[src/rtl/panel_pkg.sv]
// display panel shared types
`default_nettype none

package panel_pkg;

	// one serial frame, eight digits of eight bits
	localparam int FRAME_BITS = 64;

	// status word from the core, inst in the top bits
	typedef struct packed {
		logic [31:0] inst;
		logic [3:0]  pc_nib;
		logic        flush;
	} status_word_t;

	// one digit, active low
	// 0 means the segment is lit
	typedef struct packed {
		logic dp;
		logic g;
		logic f;
		logic e;
		logic d;
		logic c;
		logic b;
		logic a;
	} seg_byte_t;

	// digit 7 sits in the top byte, shifted out first
	typedef seg_byte_t [7:0] seg_frame_t;

	// control fsm states, visited in this order
	typedef enum logic [2:0] {
		IDLE,
		ENCODE,
		CLEAR,
		SHIFT,
		DONE
	} panel_state_t;

endpackage

`default_nettype wire

[src/rtl/tick_gen.sv]
// serial link tick generator
`timescale 1ns/1ns
`default_nettype none

module tick_gen #(
	// clk200m cycles per tick, at least 2
	parameter int DIV = 4
) (
	input  wire  clk200m,
	input  wire  rst_n,
	output logic tick
);

	// wide enough for 0 .. DIV-1
	localparam int CNT_W = (DIV > 2) ? $clog2(DIV) : 1;

	logic [CNT_W-1:0] cnt;
	logic             wrap;

	// last count of the period
	assign wrap = (cnt == CNT_W'(DIV - 1));

	// free running, never stopped by the fsm
	always_ff @(posedge clk200m or negedge rst_n) begin
		if (!rst_n) begin
			cnt  <= '0;
			tick <= 1'b0;
		end else begin
			if (wrap) begin
				cnt <= '0;
			end else begin
				cnt <= cnt + 1'b1;
			end
			// registered, one cycle out of DIV
			tick <= wrap;
		end
	end

	// back to back ticks would break the clear and the shift pacing
	a_tick_spacing: assert property (@(posedge clk200m) disable iff (!rst_n)
		tick |=> !tick);

endmodule

`default_nettype wire

[src/rtl/hex_seg_encoder.sv]
// hex to seven segment frame encoder
`timescale 1ns/1ns
`default_nettype none

module hex_seg_encoder (
	input  wire                   clk200m,
	input  wire                   rst_n,
	input  wire                   load,
	input  wire  [31:0]           word,
	output panel_pkg::seg_frame_t frame
);

	panel_pkg::seg_frame_t frame_nxt;

	// hex glyph, active high {g,f,e,d,c,b,a}
	function automatic logic [6:0] glyph(input logic [3:0] nib);
		logic [6:0] seg;
		case (nib)
			4'h0: seg = 7'h3f;
			4'h1: seg = 7'h06;
			4'h2: seg = 7'h5b;
			4'h3: seg = 7'h4f;
			4'h4: seg = 7'h66;
			4'h5: seg = 7'h6d;
			4'h6: seg = 7'h7d;
			4'h7: seg = 7'h07;
			4'h8: seg = 7'h7f;
			4'h9: seg = 7'h6f;
			// lower case b and d keep them apart from 8 and 0
			4'ha: seg = 7'h77;
			4'hb: seg = 7'h7c;
			4'hc: seg = 7'h39;
			4'hd: seg = 7'h5e;
			4'he: seg = 7'h79;
			default: seg = 7'h71;
		endcase
		return seg;
	endfunction

	// nibble i lands in byte i, digit 7 on top
	always_comb begin
		for (int i = 0; i < 8; i++) begin
			// dp stays dark, segments inverted
			frame_nxt[i] = {1'b1, ~glyph(word[4*i +: 4])};
		end
	end

	// held while the serializer walks through it
	always_ff @(posedge clk200m or negedge rst_n) begin
		if (!rst_n) begin
			// blank display
			frame <= '1;
		end else if (load) begin
			frame <= frame_nxt;
		end
	end

endmodule

`default_nettype wire

[src/rtl/seg_serializer.sv]
// segment frame serializer
`timescale 1ns/1ns
`default_nettype none

module seg_serializer (
	input  wire                   clk200m,
	input  wire                   rst_n,
	input  wire                   tick,
	input  wire                   start,
	input  wire                   clr_req,
	input  panel_pkg::seg_frame_t frame,
	output logic                  done,
	output logic                  s_clk,
	output logic                  s_clrn,
	output logic                  sout,
	output logic                  en
);

	localparam int CNT_W = $clog2(panel_pkg::FRAME_BITS);

	logic [panel_pkg::FRAME_BITS-1:0] sr;
	logic [CNT_W-1:0]                 bit_cnt;
	logic                             shifting;
	logic                             clearing;
	logic                             last_bit;

	assign last_bit = (bit_cnt == CNT_W'(panel_pkg::FRAME_BITS - 1));

	// frame payload, msb leaves first
	always_ff @(posedge clk200m) begin
		if (start) begin
			sr <= frame;
		end else if (shifting && tick && s_clk) begin
			sr <= {sr[panel_pkg::FRAME_BITS-2:0], 1'b0};
		end
	end

	always_ff @(posedge clk200m or negedge rst_n) begin
		if (!rst_n) begin
			bit_cnt  <= '0;
			shifting <= 1'b0;
			clearing <= 1'b0;
			done     <= 1'b0;
			s_clk    <= 1'b1;
			s_clrn   <= 1'b1;
			sout     <= 1'b0;
			en       <= 1'b0;
		end else begin
			done <= 1'b0;
			// en drops one cycle after the last rising edge
			if (done) begin
				en <= 1'b0;
			end
			if (start) begin
				bit_cnt  <= '0;
				shifting <= 1'b1;
			end else if (shifting && tick) begin
				if (s_clk) begin
					// falling edge, next bit out
					s_clk <= 1'b0;
					sout  <= sr[panel_pkg::FRAME_BITS-1];
					en    <= 1'b1;
				end else begin
					// rising edge, display samples here
					s_clk <= 1'b1;
					if (last_bit) begin
						shifting <= 1'b0;
						done     <= 1'b1;
					end else begin
						bit_cnt <= bit_cnt + 1'b1;
					end
				end
			end else if (clearing && tick) begin
				// one tick interval of clear is enough
				s_clrn   <= 1'b1;
				clearing <= 1'b0;
				done     <= 1'b1;
			end else if (clr_req && !shifting && !done && tick) begin
				s_clrn   <= 1'b0;
				clearing <= 1'b1;
			end
		end
	end

	// data only moves on the falling edge of s_clk
	a_sout_stable: assert property (@(posedge clk200m) disable iff (!rst_n)
		!$stable(sout) |-> !s_clk);

	// done only closes a clear or a frame in progress
	a_done_busy: assert property (@(posedge clk200m) disable iff (!rst_n)
		done |-> ($past(en) || $past(clearing)));

endmodule

`default_nettype wire

[src/rtl/panel_ctrl.sv]
// display panel control fsm
`timescale 1ns/1ns
`default_nettype none

module panel_ctrl (
	input  wire                     clk200m,
	input  wire                     rst_n,
	input  wire                     status_valid,
	input  panel_pkg::status_word_t status,
	output logic                    status_ready,
	output logic                    enc_load,
	output logic [31:0]             enc_word,
	output logic                    clr_req,
	output logic                    ser_start,
	input  wire                     ser_done,
	output logic [7:0]              leds
);

	panel_pkg::panel_state_t state;
	panel_pkg::panel_state_t state_nxt;

	logic        armed;
	logic        take;
	logic [3:0]  led_pc;
	logic        led_flush;
	logic [31:0] word_q;

	// ready held off for one cycle out of reset
	assign status_ready = armed && (state == panel_pkg::IDLE);
	assign take         = status_valid && status_ready;

	// strobes straight from the state
	assign enc_load = (state == panel_pkg::ENCODE);
	assign clr_req  = (state == panel_pkg::CLEAR);
	assign enc_word = word_q;

	// bit 4 is busy and the top two stay 0
	assign leds = {2'b00, led_flush, (state != panel_pkg::IDLE), led_pc};

	always_comb begin
		state_nxt = state;
		case (state)
			panel_pkg::IDLE: begin
				if (take) begin
					state_nxt = panel_pkg::ENCODE;
				end
			end
			panel_pkg::ENCODE: state_nxt = panel_pkg::CLEAR;
			// first done closes the clear pulse
			panel_pkg::CLEAR: begin
				if (ser_done) begin
					state_nxt = panel_pkg::SHIFT;
				end
			end
			// second done closes the frame
			panel_pkg::SHIFT: begin
				if (ser_done) begin
					state_nxt = panel_pkg::DONE;
				end
			end
			panel_pkg::DONE: state_nxt = panel_pkg::IDLE;
			default: state_nxt = panel_pkg::IDLE;
		endcase
	end

	always_ff @(posedge clk200m or negedge rst_n) begin
		if (!rst_n) begin
			state     <= panel_pkg::IDLE;
			armed     <= 1'b0;
			ser_start <= 1'b0;
			led_pc    <= 4'h0;
			led_flush <= 1'b0;
		end else begin
			state <= state_nxt;
			armed <= 1'b1;
			// one cycle pulse on entry to SHIFT
			ser_start <= (state == panel_pkg::CLEAR) && ser_done;
			if (take) begin
				led_pc    <= status.pc_nib;
				led_flush <= status.flush;
			end
		end
	end

	// inst kept for the encoder
	always_ff @(posedge clk200m) begin
		if (take) begin
			word_q <= status.inst;
		end
	end

	// ready only while the serializer has nothing to report
	a_ready_idle: assert property (@(posedge clk200m) disable iff (!rst_n)
		status_ready |-> !ser_done);

	// a stretched clear done would close the frame before its first bit
	a_start_no_done: assert property (@(posedge clk200m) disable iff (!rst_n)
		ser_start |-> !ser_done);

endmodule

`default_nettype wire

[src/rtl/panel_top.sv]
// display panel top level
`timescale 1ns/1ns
`default_nettype none

module panel_top #(
	// clk200m cycles per half period of s_clk
	parameter int DIV = 4
) (
	input  wire                     clk200m,
	input  wire                     rst_n,
	input  wire                     status_valid,
	input  panel_pkg::status_word_t status,
	output logic                    status_ready,
	output logic [7:0]              leds,
	output logic                    s_clk,
	output logic                    s_clrn,
	output logic                    sout,
	output logic                    en
);

	// ctrl to encoder
	logic                  enc_load;
	logic [31:0]           enc_word;
	panel_pkg::seg_frame_t frame;

	// ctrl to serializer and back
	logic                  clr_req;
	logic                  ser_start;
	logic                  ser_done;

	// link pacing
	logic                  tick;

	panel_ctrl u_ctrl (
		.clk200m      (clk200m),
		.rst_n        (rst_n),
		.status_valid (status_valid),
		.status       (status),
		.status_ready (status_ready),
		.enc_load     (enc_load),
		.enc_word     (enc_word),
		.clr_req      (clr_req),
		.ser_start    (ser_start),
		.ser_done     (ser_done),
		.leds         (leds)
	);

	hex_seg_encoder u_enc (
		.clk200m (clk200m),
		.rst_n   (rst_n),
		.load    (enc_load),
		.word    (enc_word),
		.frame   (frame)
	);

	tick_gen #(.DIV(DIV)) u_tick (
		.clk200m (clk200m),
		.rst_n   (rst_n),
		.tick    (tick)
	);

	seg_serializer u_ser (
		.clk200m (clk200m),
		.rst_n   (rst_n),
		.tick    (tick),
		.start   (ser_start),
		.clr_req (clr_req),
		.frame   (frame),
		.done    (ser_done),
		.s_clk   (s_clk),
		.s_clrn  (s_clrn),
		.sout    (sout),
		.en      (en)
	);

endmodule

`default_nettype wire

[config.mk]
export PLATFORM = sky130hd
export DESIGN_NAME = panel_top
export DESIGN_NICKNAME = d
export VERILOG_FILES = /design/src/rtl/panel_pkg.sv /design/src/rtl/tick_gen.sv /design/src/rtl/hex_seg_encoder.sv /design/src/rtl/seg_serializer.sv /design/src/rtl/panel_ctrl.sv /design/src/rtl/panel_top.sv
export SDC_FILE = /design/constraint.sdc
export NUM_CORES = 1
export LEC_CHECK = 0
export ABC_AREA = 1
export BUFFER_PORTS_ARGS = -buffer_cell sky130_fd_sc_hd__buf_2
export CORE_UTILIZATION = 55
export CTS_CLUSTER_SIZE = 25
export DETAILED_ROUTE_END_ITERATION = 10
export PLACE_DENSITY = 0.73
export SLEW_MARGIN = 10
export SYNTH_ARGS = -nofsm -noshare
export SYNTH_HDL_FRONTEND = slang
export SYNTH_HIERARCHICAL = 1
export SYNTH_SLANG_ARGS = --single-unit
export TNS_END_PERCENT = 1
[constraint.sdc]
create_clock -name clk200m -period 8.6 [get_ports clk200m]
set_clock_uncertainty 0.05 [all_clocks]
set_input_delay 1.29 -clock clk200m [delete_from_list [all_inputs] [get_ports clk200m]]
set_output_delay 1.29 -clock clk200m [all_outputs]
set_load 0.01 [all_outputs]
---- Yosys cells after proc, flatten, opt, wreduce, memory -nomap -nowiden ----
Memory sizes are Yosys's and may differ from the RTL's. A register that Yosys moved wholly into a read port is not among the register bits.
Index checks and enable logic that the tools add are counted.
operators by class
  reduce and logical (&&, ||, !) cells .... 23
  equality and inequality tests ........... 10
  bitwise logic cells ..................... 10
  add/subtract/negate cells ............... 2
  multiplexer cells ....................... 37
operators by type and width
  operator                                               count
  2-to-1 mux 64 bit                                      1
  2-to-1 mux 63 bit                                      1
  NOT 7 bit                                              8
  2-to-1 mux 4 bit                                       8
  2-to-1 mux 6 bit                                       4
  2-to-1 mux 1 bit                                       18
  AND reduction 3 bit                                    5
  one-hot mux 3 bit (4 select lines)                     1
  logical AND 1 bit                                      9
  2-to-1 mux 3 bit                                       3
  nonzero test 2 bit                                     4
  adder 6 x 1 -> 6 bit, second input constant            1
  equality test 3 x 2 -> 1 bit, second input constant    2
  equality test 6 bit, second input constant             1
  inequality test 2 bit, second input constant           3
  inequality test 2 x 1 -> 1 bit, second input constant  2
  equality test 3 x 1 -> 1 bit, second input constant    1
  logical NOT 3 bit                                      1
  nonzero test 3 bit                                     1
  adder 2 x 1 -> 2 bit, second input constant            1
  equality test 2 bit, second input constant             1
  logical NOT 1 bit                                      2
  2-to-1 mux 2 bit                                       1
  NOT 1 bit                                              2
  AND reduction 2 bit                                    1
word-level totals
  output and inout port bits .............. 13
  bits in registers ....................... 178
  input port bits ......................... 40
  ROM bits ................................ 896
  memories kept ........................... 8
  word-level logic and storage cells ...... 164
memories
  name              depth  width  rd ports  clocked after memory_dff  wr ports  RTL line               RTL
  (name not given)  16     7      1         1                         0         hex_seg_encoder.sv:18  case (nib)
  (name not given)  16     7      1         1                         0         hex_seg_encoder.sv:18
  (name not given)  16     7      1         1                         0         hex_seg_encoder.sv:18
  (name not given)  16     7      1         1                         0         hex_seg_encoder.sv:18
  (name not given)  16     7      1         1                         0         hex_seg_encoder.sv:18
  (name not given)  16     7      1         1                         0         hex_seg_encoder.sv:18
  +2 memories       --     --     --        --                        --        --

---- Logic depth before layout (Yosys ltp) ----
Gate-level depths: netlist (run 1).
  depth after elaboration ................. 6
  gate-level depth with buffers ........... 10

---- Cells and area by module ----
Netlist (run 1), hierarchy kept.
modules (own cells, without submodules)
  module           area each (sq um)  sequential area each (sq um)  cells each  instances
  hex_seg_encoder  4092.7             1471.4                        564         1
  seg_serializer   3395.8             2249.7                        358         1
  panel_ctrl       1476.4             1211.2                        89          1
  tick_gen         91.3               75.1                          5           1

---- Least setup slack after synthesis (run 1) ----
Ideal clock, no wire load.
  kind .................................... reg2reg
  from .................................... reg u_ser.s_clk
  to ...................................... reg u_ser/sr[0] in the netlist's numbering, enable pin
  data required time ...................... 7.976 ns
  arrival ................................. 5.154 ns
  cell stages (with the launch flop) ...... 3
  buffers on the path ..................... 0
  library setup time ...................... 0.574 ns
  setup slack ............................. 2.822 ns
  cells stage by stage .................... dfstp_2 > inv_1 > o21ai_0
between the ends
  cells in the longest elaborated chain, start to end .. 2
RTL lines
  element                              RTL line              RTL
  start: declaration                   seg_serializer.sv:13  output logic s_clk,
  start signal: assignment             seg_serializer.sv:44  s_clk <= 1'b1;
  start signal: assignment             seg_serializer.sv:60  s_clk <= 1'b0;
  start signal: assignment             seg_serializer.sv:65  s_clk <= 1'b1;
  logical AND 1 bit                    seg_serializer.sv:33  end else if (shifting && tick && s_clk) begin
  nonzero test 2 bit (no source line)  --
  end signal: assignment               seg_serializer.sv:32  sr <= frame;
  end signal: assignment               seg_serializer.sv:34  sr <= {sr[panel_pkg::FRAME_BITS-2:0], 1'b0};
  end: declaration                     seg_serializer.sv:21  logic [panel_pkg::FRAME_BITS-1:0] sr;
Every way passes these cells.
A chain may end at the register's enable or synchronous reset.

---- Final worst setup path (run 1) ----
  from .................................... reg u_ctrl.state[0]
  to ...................................... out status_ready
between the ends
  cells in the longest elaborated chain, start to end .. 2
RTL lines
  element                   RTL line          RTL
  start: declaration        panel_ctrl.sv:19  panel_pkg::panel_state_t state;
  start signal: assignment  panel_ctrl.sv:68  state <= panel_pkg::IDLE;
  start signal: assignment  panel_ctrl.sv:74  state <= state_nxt;
  logical NOT 3 bit         panel_ctrl.sv:29  assign status_ready = armed && (state == panel_pkg::IDLE);
  logical AND 1 bit         panel_ctrl.sv:29
  end: declaration          panel_top.sv:13   output logic status_ready,
Every way passes these cells.

==> impl_metrics.json, run 1 <==
{
  "timing.setup.tns_ns": 0,
  "synth_seq_cells": 178,
  "layout_min_cycle_time_ns": 2.65,
  "finished_layout_cell_area_um2": 9950,
  "fp.coreArea_um2": 16000,
  "grt.total_usage_pct": 20.3,
  "critPathSlowestCell": "sky130_fd_sc_hd__dfrtp_1",
  "holdPathEnd": "u_tick/cnt[0]",
  "count_of_hold_fix_buffers_inserted_at_cts": 0,
  "hold_path_class": "reg -> reg",
  "synthesis.instances": 1016,
  "r2r-start": "u_ctrl/state[1]",
  "detailedRoute.firstIterationViolations": 422,
  "netlist-cell-type-count": 34,
  "worst-path-buf-inv": 3,
  "cts_tree": "done",
  "detail_route.wirelength_mm": 15.7,
  "post_drt_via_cell_ratio": 5.03,
  "static-leakage-power_nw": 4.62,
  "postSynthAreaPerCell_um2": 8.91,
  "diodes": 0,
  "worst_hold_startpoint": "u_tick/cnt[0]",
  "fraction_of_met1_tracks_used_by_global_routing_pct": 26.2,
  "worst_slew_pin_slew_ns": 1.04,
  "drtAntennaViolNets": 0,
  "groute.layer.met3.usage_pct": 3.94,
  "dieWidth_um": 130,
  "critical_path.cell_chain": "inv_2 > nand2_4 > nor2_4 > inv_1 > nor2_1 > buf_2",
  "reg2regPathDepth": 7,
  "cts.sink_count": 178,
  "critical_path_arrival_ns": 1.31,
  "worstPathRequired_ns": 7.26,
  "power_density_nw_per_um2": 174,
  "largest_net_degree_at_the_start_of_global_routing": 83,
  "finalMaxSlewViolations": 0,
  "cts_max_level": 4,
  "placed_cells_incl_taps": 1240,
  "number_of_cells_on_the_worst_hold_path": 1,
  "wire_length_of_the_first_global_routing_pass_mm": 26.7,
  "holdWs_ns": 0.374,
  "rows": 46,
  "startpoint_type_of_the_worst_setup_path": "flip-flop",
  "num-nets-final": 1133,
  "hold_viol": 0,
  "grt_overflow_total": 0,
  "drcViolationCount": 0,
  "run_status": "finished clean",
  "initial_standard_cell_utilization_of_the_core_pct": 56.6,
  "design.die.area_um2": 17000,
  "first_pass_iters": 6,
  "timing.critical_path.fanout_max": 4,
  "rr_endpoint": "u_enc/frame[5]",
  "drive_gt1_share_pct": 15.8,
  "period_share_pct": 30.8,
  "first_global_vias": 5985,
  "finalCoreUtilization_pct": 62.2,
  "worstSetupEndpointType": "primary output",
  "max-vdd-ir-drop_mv": 0.134,
  "area_delta_synth_final_pct": 9.91,
  "slew-limit-headroom_pct": 30.8,
  "post_synth_instance_area_um2": 9060,
  "clock-root-buffer": "sky130_fd_sc_hd__clkbuf_16",
  "layoutNonFillerInstCount": 1272,
  "max_freq_ghz": 0.378,
  "grt_most_used_layer": "met2",
  "post-dp-hpwl_mm": 9.61,
  "rsz0062_at_grt": "false",
  "synth-warning-count": 6,
  "gpl.final_weighted_congestion": 0.878,
  "setup_viol": 0,
  "max_stage_delay_ns": 0.41,
  "worst_setup_hold_path_clk_slew_ns": 0.06,
  "initial_antenna_violation_count": 0,
  "io_buffers": 50,
  "reg2reg_setup_slack_ns": 6.20,
  "cts_post_setup_buffers_inserted": 0,
  "routed-via-count": 6398,
  "cts_resized": 0,
  "die_h_um": 130,
  "timing.setup.critical_path_class": "reg -> out",
  "routedWlPerCell_um": 12.3,
  "io_pins": 53,
  "worst_skew_pair_latency_ns": 0.42,
  "cts.path.max_buffers": 2,
  "cts_inserted_buffers": 17,
  "path_delay_family": "flip-flops",
  "synth_sequential_area_ratio_pct": 55.3,
  "dpl_cell_area_um2": 9330,
  "cap_viol_max_count": 0,
  "met2_usage_pct": 34.1
}
## worst reg2reg max path: stages (launching register included)
cell                       delay [ns]
sky130_fd_sc_hd__dfrtp_1         0.45
sky130_fd_sc_hd__inv_1           0.08
sky130_fd_sc_hd__nand3_1         0.09
sky130_fd_sc_hd__clkinv_1        0.06
sky130_fd_sc_hd__buf_4           0.53
sky130_fd_sc_hd__inv_2           0.64
sky130_fd_sc_hd__o21ai_0         0.35
sky130_fd_sc_hd__a21oi_1         0.10
## stage by stage
step / worst slack (ns) / power, W
floorplan: 2.82 / 0.000918
global placement: 5.97 / 0.000931
detailed placement: 5.97 / 0.000931
CTS: 5.94 / 0.00175
global route: 5.83 / 0.00179
finish: 5.95 / 0.00173
## per-layer routing
| metal | vias to the layer above | share of wire, % |
|---|---|---|
| met3 | 13 | 4.0 |
| li1 | 3289 | - |
| met4 | 0 | 1.2 |
| met5 | - | 0 |
| met1 | 2944 | 46 |
| met2 | 152 | 48 |
## cell families (layout without fill, tap and decap cells)
logic type	count (synthesis)	in the layout	synth area share (%)
buf+inv	137	169	7.06
flops	178	178	55.3
simple gates	559	559	25.0
other cells	3	11	0.124
fa+ha+maj	50	50	6.91
compound gates	89	89	5.64
## cells in the final DEF, fill, tap and decap left out, types with 11 or more instances in the layout
master / count
sky130_fd_sc_hd__conb_1: 11
sky130_fd_sc_hd__a21oi_1: 35
sky130_fd_sc_hd__nand2_1: 416
sky130_fd_sc_hd__dfstp_2: 58
sky130_fd_sc_hd__o21ai_0: 21
sky130_fd_sc_hd__clkbuf_16: 17
sky130_fd_sc_hd__inv_1: 72
sky130_fd_sc_hd__nor2_1: 47
sky130_fd_sc_hd__nand3_1: 80
sky130_fd_sc_hd__o211ai_1: 11
sky130_fd_sc_hd__ha_1: 50
sky130_fd_sc_hd__dfrtp_1: 23
sky130_fd_sc_hd__edfxtp_1: 96
sky130_fd_sc_hd__buf_2: 49
## worst max-delay path by stage
stage                               end  depth (start not counted)             from
floorplan                   u_ser/sr[0]                          2      u_ser/s_clk
global placement    u_ctrl/enc_word[26]                          4     status_valid
detailed placement  u_ctrl/enc_word[26]                          4     status_valid
CTS                        status_ready                          6  u_ctrl/state[0]
global route               status_ready                          6  u_ctrl/state[0]
finish                     status_ready                          6  u_ctrl/state[0]
## state kept, by name, summed over array words and instances, names as in the netlist, 2 cells and up
signal           cells
u_ser/sr            64
u_tick/cnt           2
u_ctrl/state         3
u_ctrl/enc_word     32
u_ser/bit_cnt        6
u_ctrl/led_pc        4
u_enc/frame         56
## synthesized netlist by cell type
cell                       instances  area (um^2)
sky130_fd_sc_hd__dfstp_2          58         1520
sky130_fd_sc_hd__inv_1            73          274
sky130_fd_sc_hd__a31oi_1           8         50.1
sky130_fd_sc_hd__nand3_1          80          400
sky130_fd_sc_hd__o21ai_2           5         43.8
sky130_fd_sc_hd__clkbuf_2          4         20.0
sky130_fd_sc_hd__nor2_1           47          176
sky130_fd_sc_hd__ha_1             50          626
sky130_fd_sc_hd__a21oi_1          35          175
sky130_fd_sc_hd__buf_6             1         11.3
sky130_fd_sc_hd__nand4_1           3         18.8
sky130_fd_sc_hd__o21ai_1           4         20.0
sky130_fd_sc_hd__buf_2            25          125
sky130_fd_sc_hd__clkbuf_1          4         15.0
sky130_fd_sc_hd__nor2_4            3         33.8
sky130_fd_sc_hd__inv_4             1         6.26
sky130_fd_sc_hd__o31ai_1           1         7.51
sky130_fd_sc_hd__nor3_1            1         5.00
sky130_fd_sc_hd__a21boi_1          1         7.51
sky130_fd_sc_hd__nor3b_1           1         7.51
sky130_fd_sc_hd__nand3_2           1         10.0
sky130_fd_sc_hd__o211ai_1         11         82.6
sky130_fd_sc_hd__o22ai_1           1         6.26
sky130_fd_sc_hd__dfrtp_1          24          601
sky130_fd_sc_hd__nand2_2           5         31.3
sky130_fd_sc_hd__o21bai_1          1         7.51
sky130_fd_sc_hd__conb_1            3         11.3
sky130_fd_sc_hd__edfxtp_1         96         2880
sky130_fd_sc_hd__nand2_1         416         1560
sky130_fd_sc_hd__nand2_4           1         11.3
sky130_fd_sc_hd__inv_2             8         30.0
sky130_fd_sc_hd__o21ai_0          22          110
sky130_fd_sc_hd__buf_4            21          158
sky130_fd_sc_hd__nor2_2            1         6.26
## power by group
| group | leakage (nW) | switching [W] | internal (W) |
|---|---|---|---|
| logic | 2.55 | 0.0000108 | 0.00000638 |
| registers | 1.77 | 0.000000151 | 0.000897 |
| clock network | 0.307 | 0.000307 | 0.000510 |
## layout make-up
cell class	count	area [um^2]
inverters	82	310
clock inverters	14	194
well taps	216	270
clock buffers	18	429
flip-flops and latches	178	5010
repair buffers	55	290
multi-input cells	709	3450
fillers	1374	6050
Power figures use the tool's default switching activity.
==> inputs of run 2 (changes only) <==
--- a/config.mk
+++ b/config.mk
@@ -5,12 +5,12 @@
 export SDC_FILE = /design/constraint.sdc
 export NUM_CORES = 1
 export LEC_CHECK = 0
-export ABC_AREA = 1
+export ABC_AREA = 0
 export BUFFER_PORTS_ARGS = -buffer_cell sky130_fd_sc_hd__buf_2
-export CORE_UTILIZATION = 55
+export CORE_UTILIZATION = 54
 export CTS_CLUSTER_SIZE = 25
 export DETAILED_ROUTE_END_ITERATION = 10
-export PLACE_DENSITY = 0.73
+export PLACE_DENSITY = 0.75
 export SLEW_MARGIN = 10
 export SYNTH_ARGS = -nofsm -noshare
 export SYNTH_HDL_FRONTEND = slang
==> constraint.sdc (replaced) <==
create_clock -name clk200m -period 2.3 [get_ports clk200m]
set_clock_uncertainty 0.05 [all_clocks]
set_input_delay 0.345 -clock clk200m [delete_from_list [all_inputs] [get_ports clk200m]]
set_output_delay 0.345 -clock clk200m [all_outputs]
set_load 0.01 [all_outputs]
==> run 2 against run 1 <==
  * Routed wire length increased by 2.7%
  * Critical path depth decreased by 3
  * Final cell count decreased by 22%
  * Synthesized cell count decreased by 29%
  * Core utilization decreased by 1.5 points
  * Largest power group unchanged
  * Highest routed layer unchanged
==> impl_metrics.json, run 2 <==
{
  "worst_skew_pair_latency_ns": 0.43,
  "largest_register": "u_ser/sr",
  "yosys.area_share.xor_xnor_pct": 0.0964,
  "yosysTopAreaCellShare_pct": 31.7,
  "mostFrequentLayoutCell": "sky130_fd_sc_hd__edfxtp_1",
  "detailedRoute.firstIterationViolations": 462,
  "initial_standard_cell_utilization_of_the_core_pct": 55.0,
  "most_frequent_cell_after_synthesis": "sky130_fd_sc_hd__edfxtp_1",
  "finalMaxSlewViolations": 0,
  "worstPathRequired_ns": 1.90,
  "synth_compound_area_share_pct": 10.6,
  "num-nets-final": 850,
  "synthAdderAreaFrac_pct": 6.89,
  "worst_hold_startpoint": "status[6]",
  "main_combinational_cell_family_by_area_after_synthesis": "multiplexers",
  "critPathSlowestCell": "sky130_fd_sc_hd__dfrtp_1",
  "period_share_pct": 93.8,
  "die_h_um": 132,
  "diodes": 0,
  "max-vdd-ir-drop_mv": 0.524,
  "cts_max_level": 4,
  "synth_sequential_area_ratio_pct": 55.1,
  "largest_reg_flops": 64,
  "routedWlPerCell_um": 16.2,
  "cts_inserted_buffers": 17,
  "run_status": "finished clean",
  "drive_gt1_share_pct": 33.4,
  "clock-root-buffer": "sky130_fd_sc_hd__clkbuf_16",
  "cts.sink_count": 178,
  "synth_seq_cells": 178,
  "hold_path_class": "in -> reg",
  "cts.path.max_buffers": 2,
  "synth-warning-count": 6,
  "multiplexer_share_of_the_synthesized_area_pct": 13.1,
  "setup_viol": 0,
  "post-dp-hpwl_mm": 10.6,
  "design.die.area_um2": 17300,
  "post_synth_instance_area_um2": 9080,
  "synth.top_cells.by_area": "sky130_fd_sc_hd__edfxtp_1 (32%), sky130_fd_sc_hd__dfstp_2 (17%), sky130_fd_sc_hd__mux2_2 (11%)",
  "worstSetupEndpointType": "primary output",
  "cts_post_setup_buffers_inserted": 0,
  "synth_area_leader_cell": "sky130_fd_sc_hd__edfxtp_1",
  "drtAntennaViolNets": 0,
  "rsz0062_at_grt": "false",
  "placed_cells_incl_taps": 960,
  "io_buffers": 50,
  "initial_antenna_violation_count": 0,
  "synth_simple_gate_area_share_pct": 9.46,
  "routed-via-count": 5538,
  "finalCoreUtilization_pct": 60.7,
  "ys_async_sr_fraction_pct": 46.1,
  "most_used_standard_cells_in_the_synthesized_netlist": "sky130_fd_sc_hd__edfxtp_1 (96), sky130_fd_sc_hd__mux2_2 (88), sky130_fd_sc_hd__nor2_1 (59)",
  "max_stage_delay_ns": 0.48,
  "final_cell_mix": "sky130_fd_sc_hd__edfxtp_1 (96), sky130_fd_sc_hd__mux2_2 (88), sky130_fd_sc_hd__nor2_1 (58), sky130_fd_sc_hd__dfstp_2 (58)",
  "layout_min_cycle_time_ns": 2.16,
  "nFillCells": 1308,
  "detail_route.wirelength_mm": 16.1,
  "largest_net_degree_at_the_start_of_global_routing": 65,
  "io_pins": 53,
  "slew-limit-headroom_pct": 60.8,
  "worst_slew_pin_slew_ns": 0.588,
  "first_pass_iters": 5,
  "first_global_vias": 5524,
  "grt_overflow_total": 0,
  "r2r-start": "u_ctrl/state[1]",
  "static-leakage-power_nw": 3.94,
  "synthesis.instances": 724,
  "wire_length_of_the_first_global_routing_pass_mm": 27.5,
  "critical_path_arrival_ns": 1.76,
  "startpoint_type_of_the_worst_setup_path": "flip-flop",
  "postSynthAreaPerCell_um2": 12.5,
  "drcViolationCount": 0,
  "rows": 47,
  "timing.setup.tns_ns": 0,
  "cp-startpoint": "u_ctrl/state[1]",
  "gpl.final_weighted_congestion": 0.845,
  "max_freq_ghz": 0.464,
  "timing.critical_path.fanout_max": 9,
  "area_delta_synth_final_pct": 10.5,
  "cts_tree": "done",
  "cap_viol_max_count": 0,
  "path_delay_family": "simple AND/OR/NAND/NOR gates",
  "critical_path.cell_chain": "or3_4 > nor2_1 > buf_2",
  "timing.setup.critical_path_class": "reg -> out",
  "worst_setup_hold_path_clk_slew_ns": 0.06,
  "netlist-cell-type-count": 52,
  "hold_viol": 0,
  "worst-path-buf-inv": 1,
  "layoutNonFillerInstCount": 993,
  "dieWidth_um": 132,
  "synthFlopType": "sky130_fd_sc_hd__edfxtp_1",
  "power_density_nw_per_um2": 619,
  "fp.coreArea_um2": 16500,
  "grt.total_usage_pct": 20.2,
  "post_drt_via_cell_ratio": 5.58,
  "synth-edff-count": 96
}
==> run 2: cell families (layout without fill, tap and decap cells) <==
family | count (synthesis) | after routing
AO/OA/AOI/OAI | 135 | 135
other | 3 | 11
multiplexers | 105 | 105
buffers and inverters | 74 | 115
flip-flops | 178 | 178
AND/OR/NAND/NOR | 178 | 178
adder cells (fa/ha/maj) | 50 | 50
XOR/XNOR | 1 | 1
==> run 2: repair_timing <==
| item | in CTS | in global routing |
|---|---|---|
| hold buffers | 1 | 0 |
| hold endpoints to repair | 15 | 0 |
| setup endpoints to repair | 0 | 0 |
| resized for setup | 0 | 0 |
==> run 2: path summary, 6_finish.rpt <==
| check | end | slack, ns | cells past startpoint |
|---|---|---|---|
| worst min register to register | u_tick/cnt[0] | 0.38 | 1 |
| worst max register to register | u_ctrl/enc_word[0] | 0.43 | 3 |
| worst min-delay path | u_ctrl/enc_word[1] | 0.04 | 1 |
| min in group asynchronous | u_ser/clearing | 0.41 | 2 |
| worst max-delay path | status_ready | 0.14 | 3 |
| max in group asynchronous | u_enc/frame[8] | 1.11 | 3 |
==> run 2: layout make-up <==
| cell class | instances | area [um^2] | area share (%) |
|---|---|---|---|
| inverters | 24 | 90.1 | 0.898 |
| repair buffers | 59 | 398 | 3.96 |
| well taps | 220 | 275 | 2.74 |
| flip-flops and latches | 178 | 5010 | 49.9 |
| clock inverters | 11 | 113 | 1.12 |
| clock buffers | 21 | 460 | 4.59 |
| multi-input cells | 480 | 3690 | 36.8 |
==> run 2: layer usage <==
layer  wire length [um]  global-route usage, %
met1               7390                   26.7
met2               7820                   33.1
met3                665                   4.32
met4                254                   6.52
met5                  0                      0
==> run 2: power by group <==
group          internal [W]  switching (W)  leakage, nW
combinational     0.0000286      0.0000453         1.90
clock               0.00164        0.00115        0.272
sequential          0.00335    0.000000531         1.77
total               0.00502        0.00119         3.94
==> run 2: through the flow <==
stage	total power, W	hold slack, ns	instance area, um^2	setup WS, ns
after floorplan	0.00343	-0.000591	9120	0.236
after global placement	0.00349	0.290	9450	0.487
after detailed placement	0.00349	0.300	9450	0.429
after CTS	0.00628	0.0228	10000	0.151
after global routing	0.00642	0.0194	10000	0.0990
final	0.00621	0.0417	10000	0.144
==> inputs of run 3 (changes only) <==
==> constraint.sdc (replaced) <==
create_clock -name clk200m -period 2.3 [get_ports clk200m]
set_clock_uncertainty 0.05 [all_clocks]
set_input_delay 0.46 -clock clk200m [delete_from_list [all_inputs] [get_ports clk200m]]
set_output_delay 0.46 -clock clk200m [all_outputs]
set_load 0.01 [all_outputs]
==> run 3 against run 2 <==
  * Critical path type unchanged
  * Register-to-register slack improved by 0.02 ns
  * Final area rose by 0.45%
  * Non-clock buffer count did not move
  * Setup slack got worse by 0.057 ns
  * Combinational power fell by 1%
  * Fmax fell by 2.6%
  * Highest routed layer unchanged
  * Critical path depth did not move
==> impl_metrics.json, run 3 (synthesized netlist as in run 2, its figures left out) <==
{
  "diodes": 0,
  "static-leakage-power_nw": 3.97,
  "largest_net_degree_at_the_start_of_global_routing": 65,
  "final_cell_mix": "sky130_fd_sc_hd__edfxtp_1 (96), sky130_fd_sc_hd__mux2_2 (88), sky130_fd_sc_hd__nor2_1 (58), sky130_fd_sc_hd__dfstp_2 (58)",
  "mostFrequentLayoutCell": "sky130_fd_sc_hd__edfxtp_1",
  "largest_register": "u_ser/sr",
  "routedWlPerCell_um": 16.3,
  "num-nets-final": 850,
  "largest_reg_flops": 64,
  "worstPathRequired_ns": 1.79,
  "cap_viol_max_count": 0,
  "holdWs_ns": 0.00265,
  "drcViolationCount": 0,
  "detail_route.wirelength_mm": 16.1,
  "dieWidth_um": 132,
  "hold_viol": 0,
  "fp.coreArea_um2": 16500,
  "rsz0062_at_grt": "false",
  "worst_skew_pair_latency_ns": 0.43,
  "die_h_um": 132,
  "first_pass_iters": 6,
  "finalCoreUtilization_pct": 61.0,
  "area_delta_synth_final_pct": 11.0,
  "worst_setup_hold_path_clk_slew_ns": 0.06,
  "count_of_hold_fix_buffers_inserted_at_cts": 0,
  "grt_overflow_total": 0,
  "preCtsSetupSlack_ns": 0.426,
  "max_stage_delay_ns": 0.48,
  "finalMaxSlewViolations": 0,
  "timing.setup.critical_path_class": "reg -> out",
  "setup_viol": 0,
  "gpl.final_weighted_congestion": 0.871,
  "io_pins": 53,
  "reg2regPathDepth": 3,
  "grt.total_usage_pct": 19.7,
  "drive_gt1_share_pct": 33.6,
  "io_buffers": 50,
  "wire_length_of_the_first_global_routing_pass_mm": 26.9,
  "critical_path_arrival_ns": 1.70,
  "r2r-start": "u_ctrl/state[1]",
  "cts.sink_count": 178,
  "startpoint_type_of_the_worst_setup_path": "flip-flop",
  "clock-root-buffer": "sky130_fd_sc_hd__clkbuf_16",
  "worstSetupEndpointType": "primary output",
  "placed_cells_incl_taps": 961,
  "cts_inserted_buffers": 17,
  "run_status": "finished clean",
  "routed-via-count": 5498,
  "max_freq_ghz": 0.452,
  "slew-limit-headroom_pct": 58.2,
  "power_density_nw_per_um2": 640,
  "reg2reg_setup_slack_ns": 0.45,
  "hold_path_class": "in -> async",
  "cts_tree": "done",
  "cts_resized": 0,
  "cts.path.max_buffers": 2,
  "design.die.area_um2": 17300,
  "rows": 47,
  "worst_slew_pin_slew_ns": 0.627,
  "cts_max_level": 4,
  "cts_post_setup_buffers_inserted": 0,
  "period_share_pct": 96.2,
  "critPathSlowestCell": "sky130_fd_sc_hd__dfrtp_1",
  "initial_antenna_violation_count": 0,
  "max-vdd-ir-drop_mv": 0.541,
  "initial_standard_cell_utilization_of_the_core_pct": 55.0,
  "worst-path-buf-inv": 1,
  "layoutNonFillerInstCount": 993,
  "rr_endpoint": "u_ctrl/enc_word[3]",
  "critical_path.cell_chain": "or3_4 > nor2_1 > buf_2",
  "path_delay_family": "simple AND/OR/NAND/NOR gates",
  "timing.setup.tns_ns": 0,
  "post-route-worst-setup-slack_ns": 0.0866,
  "layout_min_cycle_time_ns": 2.21,
  "post-dp-hpwl_mm": 10.7,
  "drtAntennaViolNets": 0,
  "first_global_vias": 5446,
  "detailedRoute.firstIterationViolations": 434,
  "post_drt_via_cell_ratio": 5.54,
  "timing.critical_path.fanout_max": 9
}
## run 3: changes by cell type in the layout (fill, tap and decap cells not counted)
cell	change
sky130_fd_sc_hd__clkinvlp_4	-2
sky130_fd_sc_hd__dlygate4sd3_1	-1
sky130_fd_sc_hd__bufinv_16	+2
sky130_fd_sc_hd__clkbuf_1	+1
sky130_fd_sc_hd__clkinv_1	-2
sky130_fd_sc_hd__inv_4	+1
sky130_fd_sc_hd__buf_4	+1
## run 3: area by class of cell
class / count / area [um^2]
clock buffers: 22 / 464
clock inverters: 10 / 156
fillers: 1265 / 6440
flip-flops and latches: 178 / 5010
multi-input cells: 480 / 3690
repair buffers: 59 / 395
inverters: 24 / 90.1
well taps: 220 / 275
## run 3: per-layer routing
layer	track usage, %	up-vias	wire length (um)
met5	0	-	0
met2	32.4	129	8060
li1	-	2668	-
met3	4.51	14	641
met4	7.75	0	238
met1	25.4	2687	7210
## run 3: worst max path at each step
stage                                 from             endpoint  slack [ns]  cells past startpoint
after floorplan           u_ctrl/ser_start          u_ser/sr[0]        0.24                      4
after global placement     u_ctrl/state[1]  u_ctrl/enc_word[25]        0.48                      3
after detailed placement   u_ctrl/state[1]  u_ctrl/enc_word[24]        0.43                      3
after CTS                  u_ctrl/state[1]         status_ready        0.07                      3
after global routing       u_ctrl/state[1]         status_ready        0.02                      3
final                      u_ctrl/state[1]         status_ready        0.09                      3
## run 3: worst register-to-register path: cells and delay by family, from the launching register on
kind / cells / cell delay [ns]
buf+inv: 1 / 0.22
flops: 1 / 0.48
simple gates: 2 / 0.82
## run 3: stage by stage
| step | total power, W | instance area [um^2] |
|---|---|---|
| floorplan | 0.00343 | 9120 |
| detailed placement | 0.00349 | 9460 |
| global route | 0.00665 | 10100 |
| global placement | 0.00349 | 9460 |
| CTS | 0.00651 | 10100 |
| finish | 0.00645 | 10100 |
## run 3: power by group
part / internal [W] / switching (W) / total, W
clock: 0.00187 / 0.00116 / 0.00303
sequential: 0.00335 / 0.000000415 / 0.00335
combinational: 0.0000285 / 0.0000444 / 0.0000729
